**config.mk**
```make
export PLATFORM = sky130hd
export DESIGN_NAME = refill_counter
export DESIGN_NICKNAME = d
export VERILOG_FILES = /design/src/design/icache_pkg.sv /design/src/design/refill_counter.sv
export VERILOG_INCLUDE_DIRS = /design/src /design/src/design
export SDC_FILE = /design/constraint.sdc
export NUM_CORES = 1
export LEC_CHECK = 0
export BUFFER_PORTS_ARGS = -buffer_cell sky130_fd_sc_hd__buf_4
export CAP_MARGIN = 20
export CORE_AREA = 2 2 39 41
export DETAILED_ROUTE_END_ITERATION = 16
export DIE_AREA = 0 0 41 43
export GPL_TIMING_DRIVEN = 0
export PLACE_DENSITY = 0.43
export SKIP_LAST_GASP = 1
export SYNTH_ARGS = -nofsm -noshare
export SYNTH_HDL_FRONTEND = slang
export SYNTH_SLANG_ARGS = --single-unit
```
**constraint.sdc**
```tcl
create_clock -name clk -period 0.9 [get_ports clk]
set_clock_uncertainty 0.1 [all_clocks]
set_input_delay 0.18 -clock clk [delete_from_list [all_inputs] [get_ports clk]]
set_output_delay 0.18 -clock clk [all_outputs]
set_load 0.05 [all_outputs]
```
**src/design/icache_consts.svh**
```systemverilog
`ifndef ICACHE_CONSTS_SVH
`define ICACHE_CONSTS_SVH

// fetch and memory address width
`define ICACHE_ADDR_W       32
// instruction and bus word width
`define ICACHE_WORD_W       32

// address split: tag | index | offset
`define ICACHE_OFFSET_W     6
`define ICACHE_INDEX_W      7
`define ICACHE_TAG_W        19

// 128 lines of 64 bytes, 8 KB total
`define ICACHE_LINES        128
`define ICACHE_LINE_WORDS   16
// word within a line, offset without the byte bits
`define ICACHE_WSEL_W       4

// top address nibble of the uncached region
`define ICACHE_UNCACHED_TOP 4'hA

`endif

```
**src/design/icache_pkg.sv**
```systemverilog
`include "icache_consts.svh"

package icache_pkg;

  // controller states
  typedef enum logic [2:0] {
    IDLE,
    READ,
    COMPARE,
    REFILL,
    UNCACHED,
    RESPOND
  } icache_state_e;

  // address fields
  typedef logic [`ICACHE_TAG_W-1:0]   tag_t;
  typedef logic [`ICACHE_INDEX_W-1:0] index_t;
  typedef logic [`ICACHE_WSEL_W-1:0]  wsel_t;

endpackage

```
**src/design/refill_counter.sv**
```systemverilog
`include "icache_consts.svh"

module refill_counter
  import icache_pkg::*;
(
  input  logic  clk,
  input  logic  rst,
  input  logic  clr_i,
  input  logic  inc_i,
  output wsel_t cnt_o,
  output logic  last_o
);

  wsel_t cnt_q;

  // clear wins over advance
  always_ff @(posedge clk) begin
    if (rst) begin
      cnt_q <= '0;
    end else if (clr_i) begin
      cnt_q <= '0;
    end else if (inc_i) begin
      // wraps to zero after the last word
      cnt_q <= cnt_q + 1'b1;
    end
  end

  assign cnt_o = cnt_q;

  // terminal word of the line
  assign last_o = (cnt_q == wsel_t'(`ICACHE_LINE_WORDS - 1));

endmodule

```
# ---- Yosys cells after proc, flatten, opt, wreduce, memory -nomap -nowiden
# Index checks and enable logic that the tools add are counted.
dict set report op_classes {
  add_sub_neg 1
  n_eq_ne 1
  n_reduce_logical 1
}
# op count
set ops {}
lappend ops {{$add A4 B1 Y4 const B} 1}
lappend ops {{$eq A4 B4 Y1 const B} 1}
lappend ops {{$reduce_or A2 Y1} 1}
dict set report totals {
  regBits 4
  in_bits 4
  output_inout_bits 5
  elab_cells 4
}

# ---- Longest topological paths before layout
dict set report logic_depth {
  depth_word 1
  mapped_depth 3
  mapped_depth_nobuf 3
}

# ---- Least setup slack after synthesis
# Ideal clock, no wire load.
dict set report synth_path {
  path_type {register to output}
  from {reg cnt_q[0] (netlist: cnt_o[0])}
  to {out last_o}
  arrival_time_ps 1393
  t_required_ps 620
  slack_ps -773
  stages_incl_launch_ff 3
  path_buffers 0
  cell_sequence {dfxtp_1 ha_1 and3_1}
}
dict set report synth_between {
  elab_chain_len 1
}
# element line
set synth_lines {}
lappend synth_lines {{start: declaration} refill_counter.sv:14} ;# wsel_t cnt_q;
lappend synth_lines {{start signal: assignment} refill_counter.sv:24} ;# cnt_q <= cnt_q + 1'b1;
lappend synth_lines {{$eq A4 B4 Y1} refill_counter.sv:31} ;# assign last_o = (cnt_q == wsel_t'(`ICACHE_LINE_WORDS - 1));
lappend synth_lines {{end: declaration} refill_counter.sv:11} ;# output logic last_o
# No other way between the ends.

# ---- Worst setup path in the final report
# Ends and elaborated chain as after synthesis.

==> flow_summary_export.csv <==
group,metric,value,unit
yosys,ys.warnings.count,0,
yosys,synth_area_leaders,"dfxtp_1 (44%), ha_1 (6.8%), mux2_1 (6.1%), a21bo_2 (5.4%), mux2i_1 (5.4%)",
place,gp_routability_congestion,0.612,
pwr,pwr-share-seq,0.362,
pwr,p_leak,0.181,nW
place,dp_cells,42,
pwr,power_frac_comb,0.132,
setup_path,cp-end-kind,"output port",
setup_path,critPathRequiredTime,0.62,ns
yosys,synth_top_area_frac,0.435,
pwr,ir_worst_vdd,0.412,mV
pwr,net-switching-power,0.000112,W
floorplan,die-area,1760,sq um
clocking,clock-sinks,4,
floorplan,num_rows,14,
setup_path,regToRegSetupSlack,-0.38,ns
job,maxCapViolCount,0,
detailed_routing,first_pass_iters,1,
clocking,cts_root_buf,"clkbuf_4",
detailed_routing,ant_nets,0,
detailed_routing,drc,0,
detailed_routing,routed-via-count,199,
yosys,ys_ff_latch,4,
setup_path,crit_start,"cnt_o[0]",
global_routing,grt_pass1_wl,786,microns
clocking,cts_tree,"built",
sta,fmax,766,MHz
setup_path,rr_startpoint,"cnt_o[0]",
layout,mostFrequentLayoutCells,"buf_4 (6), dfxtp_4 (4), buf_8 (4), buf_6 (4), clkbuf_4 (3)",
sta,max_slew_margin,0.892,
layout,drive_gt1_frac,0.778,
min_path,hp-class,"in -> reg",
sta,slew_violations,0,
global_routing,grt_overflow_total,0,
yosys,ys_seq_area_frac,0.435,
setup_path,cp_max_fo,2,
floorplan,io_pins,9,
pwr,switching_share,0.231,
clocking,cts_buffers,3,
detailed_routing,vias_per_cell,3.83,
clocking,ctsHtreeMaxLevel,1,
layout,fill_cells,154,
pwr,p_int,0.000371,W
sta,period_share,1.45,
pwr,power.clock.fraction,0.505,
detailed_routing,wl,479,microns
sta,fin_setup_tns,-1.87,ns
global_routing,grt_start_max_net_pins,6,
floorplan,initial_core_util,0.133,
layout,largest_reg_flops,4,
sta,tightest_slew,0.160,ns
setup_path,slowest_delay,0.35,ns
layout,final_common_cell,"buf_4",
yosys,synth_cell_type_count,14,
sta,hold_viol_final,0,
sta,fin_crit,1.30,ns
sta,worst_hold_slack,0.145,ns
layout,final_cells,52,
setup_path,worstSetupPathType,"reg -> out",
detailed_routing,drt_iter0_markers,0,
setup_path,r2r_cells,6,
layout,n_antenna_cell,0,
global_routing,antenna_found_initial,0,
yosys,syn_nets,23,
setup_path,crit_slowest_cell,"dfxtp_4",
floorplan,die_x,41,microns
place,port-buffer-count,8,
layout,area_delta_synth_final,133,%
yosys,synth_cells,18,
layout,fin_nets,42,
sta,rsz0062_at_grt,"true",
global_routing,first_global_vias,203,
sta,setup_slack,-0.405,ns
setup_path,cp.arrival,1.02,ns
clocking,clockBufferDepth,2,
yosys,syn_avg_cell_area,10.2,sq um
detailed_routing,wl_per_cell,9.21,microns
floorplan,core_area,1380,sq um
global_routing,grt_usage,0.0722,
layout,utilization,0.309,
sta,setup_violations,8,
setup_path,cp-endpoint,"last_o",
clocking,clk_pin_slew,0.04,ns
setup_path,critPathLaunchType,"flip-flop",
status,violations,"setup timing",
yosys,yosysTopAreaCell,"dfxtp_1",
setup_path,worstReg2RegEnd,"cnt_o[2]",
yosys,netlist_area,184,sq um
clocking,insertion_delay,0.23,ns
setup_path,path_cells,"ha_4, and3_4, buf_8",
floorplan,die_height,43,microns
status,status,"finished with violations",
pwr,p_per_area,1130,nW/um^2
-- final cells by class --
class	instances	area (sq um)	area share
multi-input combinational	14	136	0.319
timing repair buffer	14	150	0.351
sequential	4	95.1	0.222
clock buffer	4	26.3	0.0614
tap	16	20.0	0.0468
-- kinds of logic after synthesis --
logic type                 synth area share
AOI/OAI and AO/OA                    0.0816
xor gates and xnor gates             0.0476
and+or+nand+nor                       0.252
adders and majority gates            0.0680
DFF                                   0.435
muxes                                 0.116
-- stage by stage --
stage,setup slack (ns),total power (W),area (sq um)
6_report,-0.405,0.000482,428
5_1_grt,-0.446,0.000523,428
4_1_cts,-0.422,0.000496,395
3_5_place_dp,-0.235,0.000229,294
3_3_place_gp,-0.223,0.000228,294
2_1_floorplan,-0.260,0.000206,214
-- per-layer routing --
layer / global-route usage / share of wire
met2: 0.0781 / 0.42
met3: 0.0471 / 0.10
met4: 0.0600 / 0
met1: 0.0929 / 0.47
met5: 0 / 0
-- worst min-delay path by stage --
| stage | from | endpoint | slack (ns) | depth (start not counted) |
|---|---|---|---|---|
| after floorplan | inc_i | cnt_o[0] | 0.22 | 2 |
| after global placement | inc_i | cnt_o[0] | 0.37 | 3 |
| after detailed placement | inc_i | cnt_o[0] | 0.38 | 3 |
| after CTS | inc_i | cnt_o[0] | 0.13 | 3 |
| after global routing | rst | cnt_o[2] | 0.14 | 3 |
| final | rst | cnt_o[2] | 0.14 | 3 |
-- what timing repair did --
action / in CTS / in global routing
setup buffers: 5 / 1
hold endpoints to repair: 0 / 0
setup endpoints to repair: 8 / 9
hold buffers: 0 / 0
gates resized for setup: 10 / 6
pin swaps: 4 / 2
-- cells in the mapped netlist --
cell type,number
nand4_1,1
ha_1,1
and3_1,1
dfxtp_1,4
a21oi_1,1
nor2_1,2
nor3b_1,1
xnor2_1,1
nand3b_1,1
mux2_1,1
a21bo_2,1
or2_2,1
nor3_1,1
mux2i_1,1
-- worst max-delay path, delay by kind of cell, from the launching register on --
| kind | cells | cell delay, ns |
|---|---|---|
| fa+ha+maj | 1 | 0.13 |
| simple gates | 1 | 0.17 |
| buf+inv | 1 | 0.14 |
| flops | 1 | 0.35 |
-- power by group through the flow --
| stage | logic (W) | registers [W] | clock network (W) |
|---|---|---|---|
| final | 0.0000638 | 0.000175 | 0.000244 |
| after global routing | 0.0000689 | 0.000175 | 0.000279 |
| after CTS | 0.0000574 | 0.000178 | 0.000261 |
| after detailed placement | 0.0000467 | 0.000183 | 0 |
| after global placement | 0.0000456 | 0.000183 | 0 |
| after floorplan | 0.0000131 | 0.000193 | 0 |
Note: power is estimated with default switching activity, not from simulation.
