[config.mk]
export PLATFORM = sky130hd
export DESIGN_NAME = icache_ctrl
export DESIGN_NICKNAME = d
export VERILOG_FILES = /design/src/design/icache_pkg.sv /design/src/design/icache_ctrl.sv
export VERILOG_INCLUDE_DIRS = /design/src /design/src/design
export SDC_FILE = /design/constraint.sdc
export NUM_CORES = 1
export LEC_CHECK = 0
export BUFFER_PORTS_ARGS = -buffer_cell sky130_fd_sc_hd__clkbuf_2
export CORE_ASPECT_RATIO = 1.25
export CORE_MARGIN = 2
export CORE_UTILIZATION = 40
export DETAILED_ROUTE_END_ITERATION = 8
export PLACE_DENSITY = 0.74
export SLEW_MARGIN = 20
export SYNTH_ARGS = -nofsm -noshare
export SYNTH_HDL_FRONTEND = slang
export SYNTH_SLANG_ARGS = --single-unit
[constraint.sdc]
create_clock -name clk -period 10.8 [get_ports clk]
set_clock_uncertainty 0.05 [all_clocks]
set_input_delay 2.16 -clock clk [delete_from_list [all_inputs] [get_ports clk]]
set_output_delay 2.16 -clock clk [all_outputs]
set_load 0.03 [all_outputs]
[src/design/icache_consts.svh]
`ifndef ICACHE_CONSTS_SVH
`define ICACHE_CONSTS_SVH

// fetch and memory address width
`define ICACHE_ADDR_W       32
// instruction and bus word width
`define ICACHE_WORD_W       32

// address split: tag | index | offset
`define ICACHE_OFFSET_W     6
`define ICACHE_INDEX_W      7
`define ICACHE_TAG_W        19

// 128 lines of 64 bytes, 8 KB total
`define ICACHE_LINES        128
`define ICACHE_LINE_WORDS   16
// word within a line, offset without the byte bits
`define ICACHE_WSEL_W       4

// top address nibble of the uncached region
`define ICACHE_UNCACHED_TOP 4'hA

`endif

[src/design/icache_pkg.sv]
`include "icache_consts.svh"

package icache_pkg;

  // controller states
  typedef enum logic [2:0] {
    IDLE,
    READ,
    COMPARE,
    REFILL,
    UNCACHED,
    RESPOND
  } icache_state_e;

  // address fields
  typedef logic [`ICACHE_TAG_W-1:0]   tag_t;
  typedef logic [`ICACHE_INDEX_W-1:0] index_t;
  typedef logic [`ICACHE_WSEL_W-1:0]  wsel_t;

endpackage

[src/design/icache_ctrl.sv]
`include "icache_consts.svh"

module icache_ctrl
  import icache_pkg::*;
(
  input  logic                      clk,
  input  logic                      rst,
  // fetch side
  input  logic                      fetch_valid_i,
  input  logic [`ICACHE_ADDR_W-1:0] fetch_addr_i,
  output logic [`ICACHE_WORD_W-1:0] fetch_data_o,
  output logic                      fetch_valid_o,
  // wishbone classic read master
  output logic                      wb_cyc_o,
  output logic                      wb_stb_o,
  output logic [`ICACHE_ADDR_W-1:0] wb_adr_o,
  input  logic [`ICACHE_WORD_W-1:0] wb_dat_i,
  input  logic                      wb_ack_i,
  // arrays
  output index_t                    idx_o,
  output tag_t                      tag_o,
  output wsel_t                     wsel_o,
  output logic                      tag_we_o,
  output logic                      data_we_o,
  output logic [`ICACHE_WORD_W-1:0] wdata_o,
  input  logic                      hit_i,
  input  logic [`ICACHE_WORD_W-1:0] rdata_i,
  // refill counter
  output logic                      cnt_clr_o,
  output logic                      cnt_inc_o,
  input  wsel_t                     cnt_i,
  input  logic                      cnt_last_i
);

  icache_state_e state_q;

  // captured request
  tag_t   req_tag_q;
  index_t req_idx_q;
  wsel_t  req_wsel_q;
  logic   uncached_q;

  // word held from an uncached read
  logic [`ICACHE_WORD_W-1:0] unc_data_q;

  // cyc and stb together
  logic wb_req_q;
  logic wb_done;
  logic req_uncached;
  logic [`ICACHE_ADDR_W-1:0] line_base;

  assign wb_done      = wb_req_q && wb_ack_i;
  assign req_uncached = (fetch_addr_i[`ICACHE_ADDR_W-1 -: 4] == `ICACHE_UNCACHED_TOP);

  always_ff @(posedge clk) begin
    if (rst) begin
      state_q       <= IDLE;
      wb_req_q      <= 1'b0;
      fetch_valid_o <= 1'b0;
    end else begin
      // single-cycle pulse
      fetch_valid_o <= 1'b0;
      case (state_q)
        IDLE: begin
          // skip the pulse cycle, address may still be the old one
          if (fetch_valid_i && !fetch_valid_o) begin
            if (req_uncached) begin
              state_q  <= UNCACHED;
              wb_req_q <= 1'b1;
            end else begin
              state_q <= READ;
            end
          end
        end
        // arrays read at the captured index
        READ: begin
          state_q <= COMPARE;
        end
        COMPARE: begin
          if (hit_i) begin
            state_q <= RESPOND;
          end else begin
            state_q  <= REFILL;
            wb_req_q <= 1'b1;
          end
        end
        REFILL: begin
          if (wb_done) begin
            // drop cyc for a cycle between words
            wb_req_q <= 1'b0;
            if (cnt_last_i) begin
              // re-lookup, completes as a hit
              state_q <= READ;
            end
          end else begin
            wb_req_q <= 1'b1;
          end
        end
        UNCACHED: begin
          if (wb_done) begin
            wb_req_q <= 1'b0;
            state_q  <= RESPOND;
          end
        end
        RESPOND: begin
          fetch_valid_o <= 1'b1;
          state_q       <= IDLE;
        end
        default: begin
          state_q <= IDLE;
        end
      endcase
    end
  end

  // payload registers
  always_ff @(posedge clk) begin
    if (state_q == IDLE && fetch_valid_i && !fetch_valid_o) begin
      {req_tag_q, req_idx_q, req_wsel_q} <= fetch_addr_i[`ICACHE_ADDR_W-1:2];
      uncached_q <= req_uncached;
    end
    if (state_q == UNCACHED && wb_done) begin
      unc_data_q <= wb_dat_i;
    end
    if (state_q == RESPOND) begin
      fetch_data_o <= uncached_q ? unc_data_q : rdata_i;
    end
  end

  assign wb_cyc_o = wb_req_q;
  assign wb_stb_o = wb_req_q;

  // refill walks the line, uncached uses the word address
  assign line_base = {req_tag_q, req_idx_q, {`ICACHE_OFFSET_W{1'b0}}};
  assign wb_adr_o  = uncached_q ? {req_tag_q, req_idx_q, req_wsel_q, 2'b00}
                                : line_base + `ICACHE_ADDR_W'({cnt_i, 2'b00});

  // array side
  assign idx_o     = req_idx_q;
  assign tag_o     = req_tag_q;
  assign wsel_o    = (state_q == REFILL) ? cnt_i : req_wsel_q;
  assign wdata_o   = wb_dat_i;
  assign data_we_o = (state_q == REFILL) && wb_done;
  // tag written with the last word
  assign tag_we_o  = data_we_o && cnt_last_i;

  // counter restarts on every miss
  assign cnt_clr_o = (state_q == COMPARE) && !hit_i;
  assign cnt_inc_o = data_we_o;

endmodule

# Word-level counts from Yosys, hierarchy flattened
# Index checks and enable logic that the tools add are counted.
[word_totals]
reg_bits = 100
output_inout_bits = 133
word_cells = 53
[classes]
addsub = 1
n_eq_ne = 12
mux = 17
n_reduce_logical = 14
[op_table]
columns = ["cell", "n"]
rows = [
  ["2-to-1 mux 32 bit", 2],
  ["adder 32 x 6 -> 32 bit", 1],
  ["2-to-1 mux 3 bit", 6],
  ["case mux 3 bit (5 select lines)", 1],
  ["!= test 2 bit, second input constant", 6],
  ["logical AND 1 bit", 8],
  ["== test 3 x 2 -> 1 bit, second input constant", 2],
  ["== test 3 bit, second input constant", 2],
  ["2-to-1 mux 1 bit", 6],
  ["AND reduction 5 bit", 1],
  ["== test 4 bit, second input constant", 1],
  ["2-to-1 mux 4 bit", 1],
  ["case mux 1 bit (4 select lines)", 1],
  ["AND reduction 4 bit", 1],
  ["nonzero test 4 bit", 1],
  ["== test 3 x 1 -> 1 bit, second input constant", 1],
  ["logical NOT 3 bit", 1],
  ["logical NOT 1 bit", 2],
]

# Logic depth before layout (Yosys ltp)
# Gate-level depths: netlist of the first run.
[logic_depth]
word_depth = 4
mapped_depth = 5

# Least setup slack after synthesis of the first run
# OpenSTA, ideal clock, no wires.
[synth_timing]
kind = "input to register"
start = "in fetch_valid_i"
end = "reg req_idx_q[0], in the netlist idx_o[0] (enable)"
setup_time_ps = 497
arrival_ps = 5225
required_ps = 10253
path_slack_ps = 5028
cell_stages = 2
path_cell_list = "nand2b_1 nor4_1"
[synth_between]
elab_chain_len = 2
[synth_rtl]
columns = ["item", "line_no", "rtl"]
rows = [
  ["from (decl)", "icache_ctrl.sv:9", "input logic fetch_valid_i,"],
  ["logical AND 1 bit (2 in series)", "icache_ctrl.sv:118", "if (state_q == IDLE && fetch_valid_i && !fetch_valid_o) begin"],
  ["to (signal assigned)", "icache_ctrl.sv:119", "{req_tag_q, req_idx_q, req_wsel_q} <= fetch_addr_i[`ICACHE_ADDR_W-1:2];"],
  ["to (decl)", "icache_ctrl.sv:39", "index_t req_idx_q;"],
]
# No other way between the ends.
# A chain may end at the register's enable or synchronous reset.

# Worst setup path in the final report of the first run
[layout_timing]
start = "in wb_ack_i"
end = "out cnt_inc_o"
[layout_between]
elab_chain_len = 2
[layout_rtl]
columns = ["item", "line_no", "rtl"]
rows = [
  ["from (decl)", "icache_ctrl.sv:18", "input logic wb_ack_i,"],
  ["logical AND 1 bit", "icache_ctrl.sv:52", "assign wb_done = wb_req_q && wb_ack_i;"],
  ["logical AND 1 bit", "icache_ctrl.sv:143", "assign data_we_o = (state_q == REFILL) && wb_done;"],
  ["to (decl)", "icache_ctrl.sv:30", "output logic cnt_inc_o,"],
]
# No other way between the ends.

==> impl_metrics.tcl, run 1 <==
set metrics [dict create \
    status "completed" \
    tritoncts "yes" \
    viasPerCell 4.526 \
    clk_pin_slew_ns 0.07 \
    detail_route.wirelength_microns 8344 \
    async_flop_share 0 \
    dieWidth_microns 95.40 \
    core.rowCount 41 \
    place_hpwl_microns 6333 \
    worstHoldPathType "register to register" \
    grt_pass1_wl_microns 12400 \
    grt_use_total 0.1468 \
    io_buffers 234 \
    syn_area_per_cell_sq_um 17.12 \
    drv_slew 0 \
    yosys-top-cells-area "edfxtp_1, buf_4, mux2_1, dfxtp_1, buf_6" \
    powerDensity_mw_per_mm2 164.3 \
    finalSetupViolCount 0 \
    cts.sinks 100 \
    drive_above_1_share 0.6121 \
    cts_resized 0 \
    ys.flop_type "edfxtp_1" \
    worst_ep_required_time_ns 8.59 \
    end_kind "output pin" \
    antenna_found_initial 0 \
    path_max_fanout 3 \
    yosys.area.top_type "edfxtp_1" \
    ys_types 30 \
    hold_viol 0 \
    synth.top_cells.by_count "edfxtp_1, buf_4, mux2_1" \
    rsz0062_at_grt "false" \
    place_area_sq_mm 0.005015 \
    fin_nets 529 \
    synth_top_area_frac 0.6830 \
    synth_edf_count 95 \
    max-cap-violations 0 \
    cts-buffers-inserted 9 \
    diodes 0 \
    grt_max_degree 35 \
    postCtsHoldBufs 0 \
    cellLeakagePower_nw 2.321 \
    arrival_ns 2.78 \
    ir_worst_vdd_mv 0.08352 \
    grt_pass1_vias 2485 \
    ios 239 \
    synth_cells 244 \
    gp_congestion 0.8071 \
    fin_hold_ws_ns 0.4872 \
    criticalPathCategory "primary input to output pin" \
    die_h_microns 118.2 \
    period_share 0.4616 \
    ant_nets 0 \
    wl_per_cell_microns 14.98 \
    drtPass1Iterations 4 \
    slew_headroom 0.4761 \
    synth-seq-area-share 0.7070 \
    route.detailed.drc 0 \
    floorplan.die_area_sq_mm 0.01128 \
    finalInstanceArea_sq_mm 0.005291 \
    start_util 0.4112 \
    htree_num_levels 3 \
    tightest_slew_ns 0.7859 \
    yosys_warnings 0 \
    ys_ff_latch 100 \
    tns_ns 0 \
    fmax_ghz 0.2006 \
    area_delta_synth_final_pct 26.69 \
    core_area_sq_mm 0.01016 \
    synth_area_sq_mm 0.004177 \
    cp-start-kind "primary input" \
    vias 2521 \
    insertion_delay_ns 0.33 \
    grt_overflow 0 \
    drt_iter0_drc 71 \
    cts_buffer_depth 2 \
    yosys.cell_count.top_type "edfxtp_1" \
    clockRootBuffer "clkbuf_16" \
    cts_setup_buffers 0 \
    min_period_ns 4.985 \
]
[layer usage]
metal,track usage,share of wire,vias to the layer above
li1,-,-,1196
met1,0.1611,0.37,1161
met2,0.2606,0.52,157
met3,0.04461,0.098,7
met4,0.05625,0.012,0
met5,0,0,-
[metrics by stage]
step | cells | total power, W | setup WS [ns] | utilization
4_1_cts | 557 | 0.0008792 | 5.817 | 0.5209
2_1_floorplan | 245 | 0.0005522 | 5.028 | -
6_report | 557 | 0.0008693 | 5.815 | 0.5209
3_5_place_dp | 541 | 0.0005815 | 5.818 | 0.4937
3_3_place_gp | 541 | 0.0005790 | 5.826 | 0.4937
5_1_grt | 557 | 0.0009062 | 5.740 | 0.5209
[flip-flops by register name, summed over array words and instances (netlist names)]
register	flops
fetch_data_o	32
unc_data_q	32
tag_o	19
idx_o	7
req_wsel_q	4
state_q	3
fetch_valid_o	1
uncached_q	1
wb_cyc_o	1
[worst paths after layout]
kind | from | to | slack, ns | cells after the start
max | wb_ack_i | cnt_inc_o | 5.81 | 4
min | unc_data_q[3]$_DFFE_PP_ | fetch_data_o[3]$_DFFE_PP_ | 0.49 | 1
max reg2reg | state_q[2]$_SDFFE_PP0P_ | wb_cyc_o$_SDFFE_PP0P_ | 8.81 | 4
min reg2reg | unc_data_q[3]$_DFFE_PP_ | fetch_data_o[3]$_DFFE_PP_ | 0.49 | 1
[cells by family (layout without fill, tap and decap cells)]
logic type             Yosys count  count (layout)  share of synthesized area
buffers and inverters           70             253                     0.1252
DFF                            100             100                     0.7070
muxes                           41              41                     0.1114
other                            1               2                  0.0008979
AOI/OAI and AO/OA                6               6                    0.01288
and+or+nand+nor                 26              26                    0.04254
[critical path: stages]
cell and delay [ns]:
clkbuf_2 0.10, nand2_1 0.07, nor2_1 0.20, clkbuf_2 0.25
[area by class of cell]
type / count / area (sq um)
flip-flops and latches: 100 / 2953
repair buffers: 236 / 1186
well taps: 129 / 161.4
multi-input cells: 75 / 710.7
inverters: 1 / 3.754
clock inverters: 6 / 47.55
fillers: 863 / 4866
clock buffers: 10 / 229.0
[report_power, final]
group	leakage (nW)	total (W)	switching, W	internal (W)
clock	0.139	0.000298	0.000139	0.000159
sequential	0.912	0.000447	0.00000879	0.000439
combinational	1.27	0.000124	0.0000826	0.0000414
[cell usage in the layout, fill, tap and decap left out, types with 2 or more instances in the layout]
cell type  instances
inv_6              2
nor2_1             6
dfxtp_1            5
mux2_1            37
nor3_1             3
nand2b_1           4
clkbuf_16          9
clkinv_2           2
mux2_2             3
clkbuf_2         234
nand2_1            2
conb_1             2
buf_4              2
edfxtp_1          95
nor2b_1            2
No activity file was read; power rests on OpenSTA's default activity.
==> inputs of run 2 (changes only) <==
ABC_AREA = 1   (was default)
clock period = 5.1 ns   (was 10.8 ns; I/O delays follow)
==> impl_metrics.tcl, run 2 <==
set metrics [dict create \
    status "completed" \
    cts_buffer_depth 2 \
    clk_pin_slew_ns 0.07 \
    antenna_found_initial 0 \
    grt_max_degree 35 \
    grt_overflow 0 \
    async_flop_share 0 \
    reg2reg_to "unc_data_q[24]$_DFFE_PP_" \
    fmax_ghz 0.3354 \
    gp_congestion 0.9150 \
    cts_setup_buffers 0 \
    layout_commonest_cell "clkbuf_2" \
    synth_cells 284 \
    htree_num_levels 3 \
    synth_area_sq_mm 0.004173 \
    cts_resized 0 \
    place_area_sq_mm 0.005046 \
    tns_ns 0 \
    ant_nets 0 \
    cellLeakagePower_nw 2.396 \
    reg2reg_slack_ns 3.21 \
    worst_ep_required_time_ns 4.03 \
    crit_slowest_cell "dfxtp_1" \
    period_share 0.5847 \
    fin_nets 570 \
    dieWidth_microns 95.36 \
    io_buffers 234 \
    yosys.cell_count.top_type "edfxtp_1" \
    cts-buffers-inserted 9 \
    area_delta_synth_final_pct 28.88 \
    min_period_ns 2.982 \
    holdPathEnd "fetch_data_o[9]$_DFFE_PP_" \
    ys.flop_type "edfxtp_1" \
    critical_path.max_stage_delay_ns 0.49 \
    whs_path_depth 1 \
    rsz0062_at_grt "false" \
    synth.top_cells.by_count "edfxtp_1, buf_4, mux2_2" \
    criticalPathCategory "register to output pin" \
    worstHoldPathType "register to register" \
    synth-seq-area-share 0.7076 \
    finalSetupViolCount 0 \
    powerDensity_mw_per_mm2 479.4 \
    min_from "unc_data_q[9]$_DFFE_PP_" \
    yosys-top-cells-area "edfxtp_1, buf_4, mux2_2, nand2_1, dfxtp_1" \
    ir_worst_vdd_mv 0.2508 \
    grtUsageMet1 0.1807 \
    path_max_fanout 11 \
    hold_viol 0 \
    core.rowCount 41 \
    floorplan.die_area_sq_mm 0.01127 \
    grt_use_total 0.1629 \
    drtPass1Iterations 5 \
    drt_iter0_drc 85 \
    timing.rr.start "state_q[1]$_SDFFE_PP0P_" \
    drive_above_1_share 0.6226 \
    busiest_layer "met2" \
    syn_area_per_cell_sq_um 14.69 \
    gr-usage-met3 0.05163 \
    end_kind "output pin" \
    route.detailed.drc 0 \
    yosys_warnings 0 \
    die_h_microns 118.2 \
    synth_top_area_frac 0.6837 \
    critPathLaunch "state_q[0]$_SDFFE_PP0P_" \
    fin_ws_ns 2.118 \
    postCtsHoldBufs 0 \
    worstPathCellList "nand3_1 -> o21ai_0 -> clkbuf_2" \
    cp-start-kind "register" \
    use_met2 0.2790 \
    ys_types 19 \
    yosys.area.top_type "edfxtp_1" \
    max-cap-violations 0 \
    grt_pass1_wl_microns 13650 \
    clockRootBuffer "clkbuf_16" \
    insertion_delay_ns 0.33 \
    core_area_sq_mm 0.01011 \
    place_hpwl_microns 7136 \
    tritoncts "yes" \
    finalInstanceArea_sq_mm 0.005378 \
    wl_per_cell_microns 15.62 \
    fin_hold_ws_ns 0.4977 \
    r2r_cells 3 \
    place_ws_ns 2.294 \
    synth_edf_count 95 \
    p_total_w 0.002578 \
    viasPerCell 4.532 \
    slew_headroom 0.3567 \
    ys_ff_latch 100 \
    vias 2710 \
    grt_pass1_vias 2636 \
    start_util 0.4129 \
    arrival_ns 1.91 \
    cts.sinks 100 \
    ios 239 \
    tightest_slew_ns 0.9627 \
    detail_route.wirelength_microns 9343 \
    most-common-layout-cells "clkbuf_2, edfxtp_1, mux2_2" \
    fill_cells 879 \
    drv_slew 0 \
    diodes 0 \
]
run 2: cell families after synthesis:
kind of cell	synth area share
flops	0.7076
buf+inv	0.1313
simple gates	0.05577
mux	0.08636
compound gates	0.01799
other cells	0.0008987
run 2: power breakdown:
group | switching (W) | total (W) | internal (W)
sequential | 0.0000576 | 0.00108 | 0.00102
combinational | 0.000536 | 0.000755 | 0.000219
clock | 0.000305 | 0.000744 | 0.000439
total | 0.000898 | 0.00258 | 0.00168
run 2: worst max-delay path, delay by kind of cell, from the launching register on:
| family | cells | cell delay, ns |
|---|---|---|
| buffers and inverters | 1 | 0.28 |
| flip-flops | 1 | 0.49 |
| AND/OR/NAND/NOR | 1 | 0.37 |
| AO/OA/AOI/OAI | 1 | 0.43 |
run 2: worst max path at each step:
stage / slack (ns) / endpoint / depth (start not counted)
floorplan: 2.10 / unc_data_q[0]$_DFFE_PP_ / 2
global placement: 2.29 / data_we_o / 4
detailed placement: 2.29 / wsel_o[0] / 4
CTS: 2.08 / wsel_o[0] / 3
global route: 1.92 / wsel_o[0] / 3
finish: 2.12 / wsel_o[0] / 3
run 2: per-stage QoR:
| step | util | cells |
|---|---|---|
| after floorplan | - | 285 |
| after global placement | 0.4993 | 582 |
| after detailed placement | 0.4993 | 582 |
| after CTS | 0.5321 | 598 |
| after global routing | 0.5321 | 598 |
| final | 0.5321 | 598 |
run 2: metal layers:
layer / routed length [microns] / part of all wire / up-vias
met5: 0 / 0 / -
met4: 240 / 0.026 / 0
met3: 709 / 0.076 / 18
met2: 4905 / 0.52 / 119
met1: 3487 / 0.37 / 1271
li1: - / - / 1302
run 2: cell type report:
type                    instances  area [sq um]  area share
repair buffers                236          1186      0.2206
flip-flops and latches        100          2953      0.5491
multi-input cells             103         693.2      0.1289
clock buffers                   9         225.2     0.04188
well taps                     129         161.4     0.03001
inverters                      14         52.55    0.009772
clock inverters                 7         106.4     0.01978
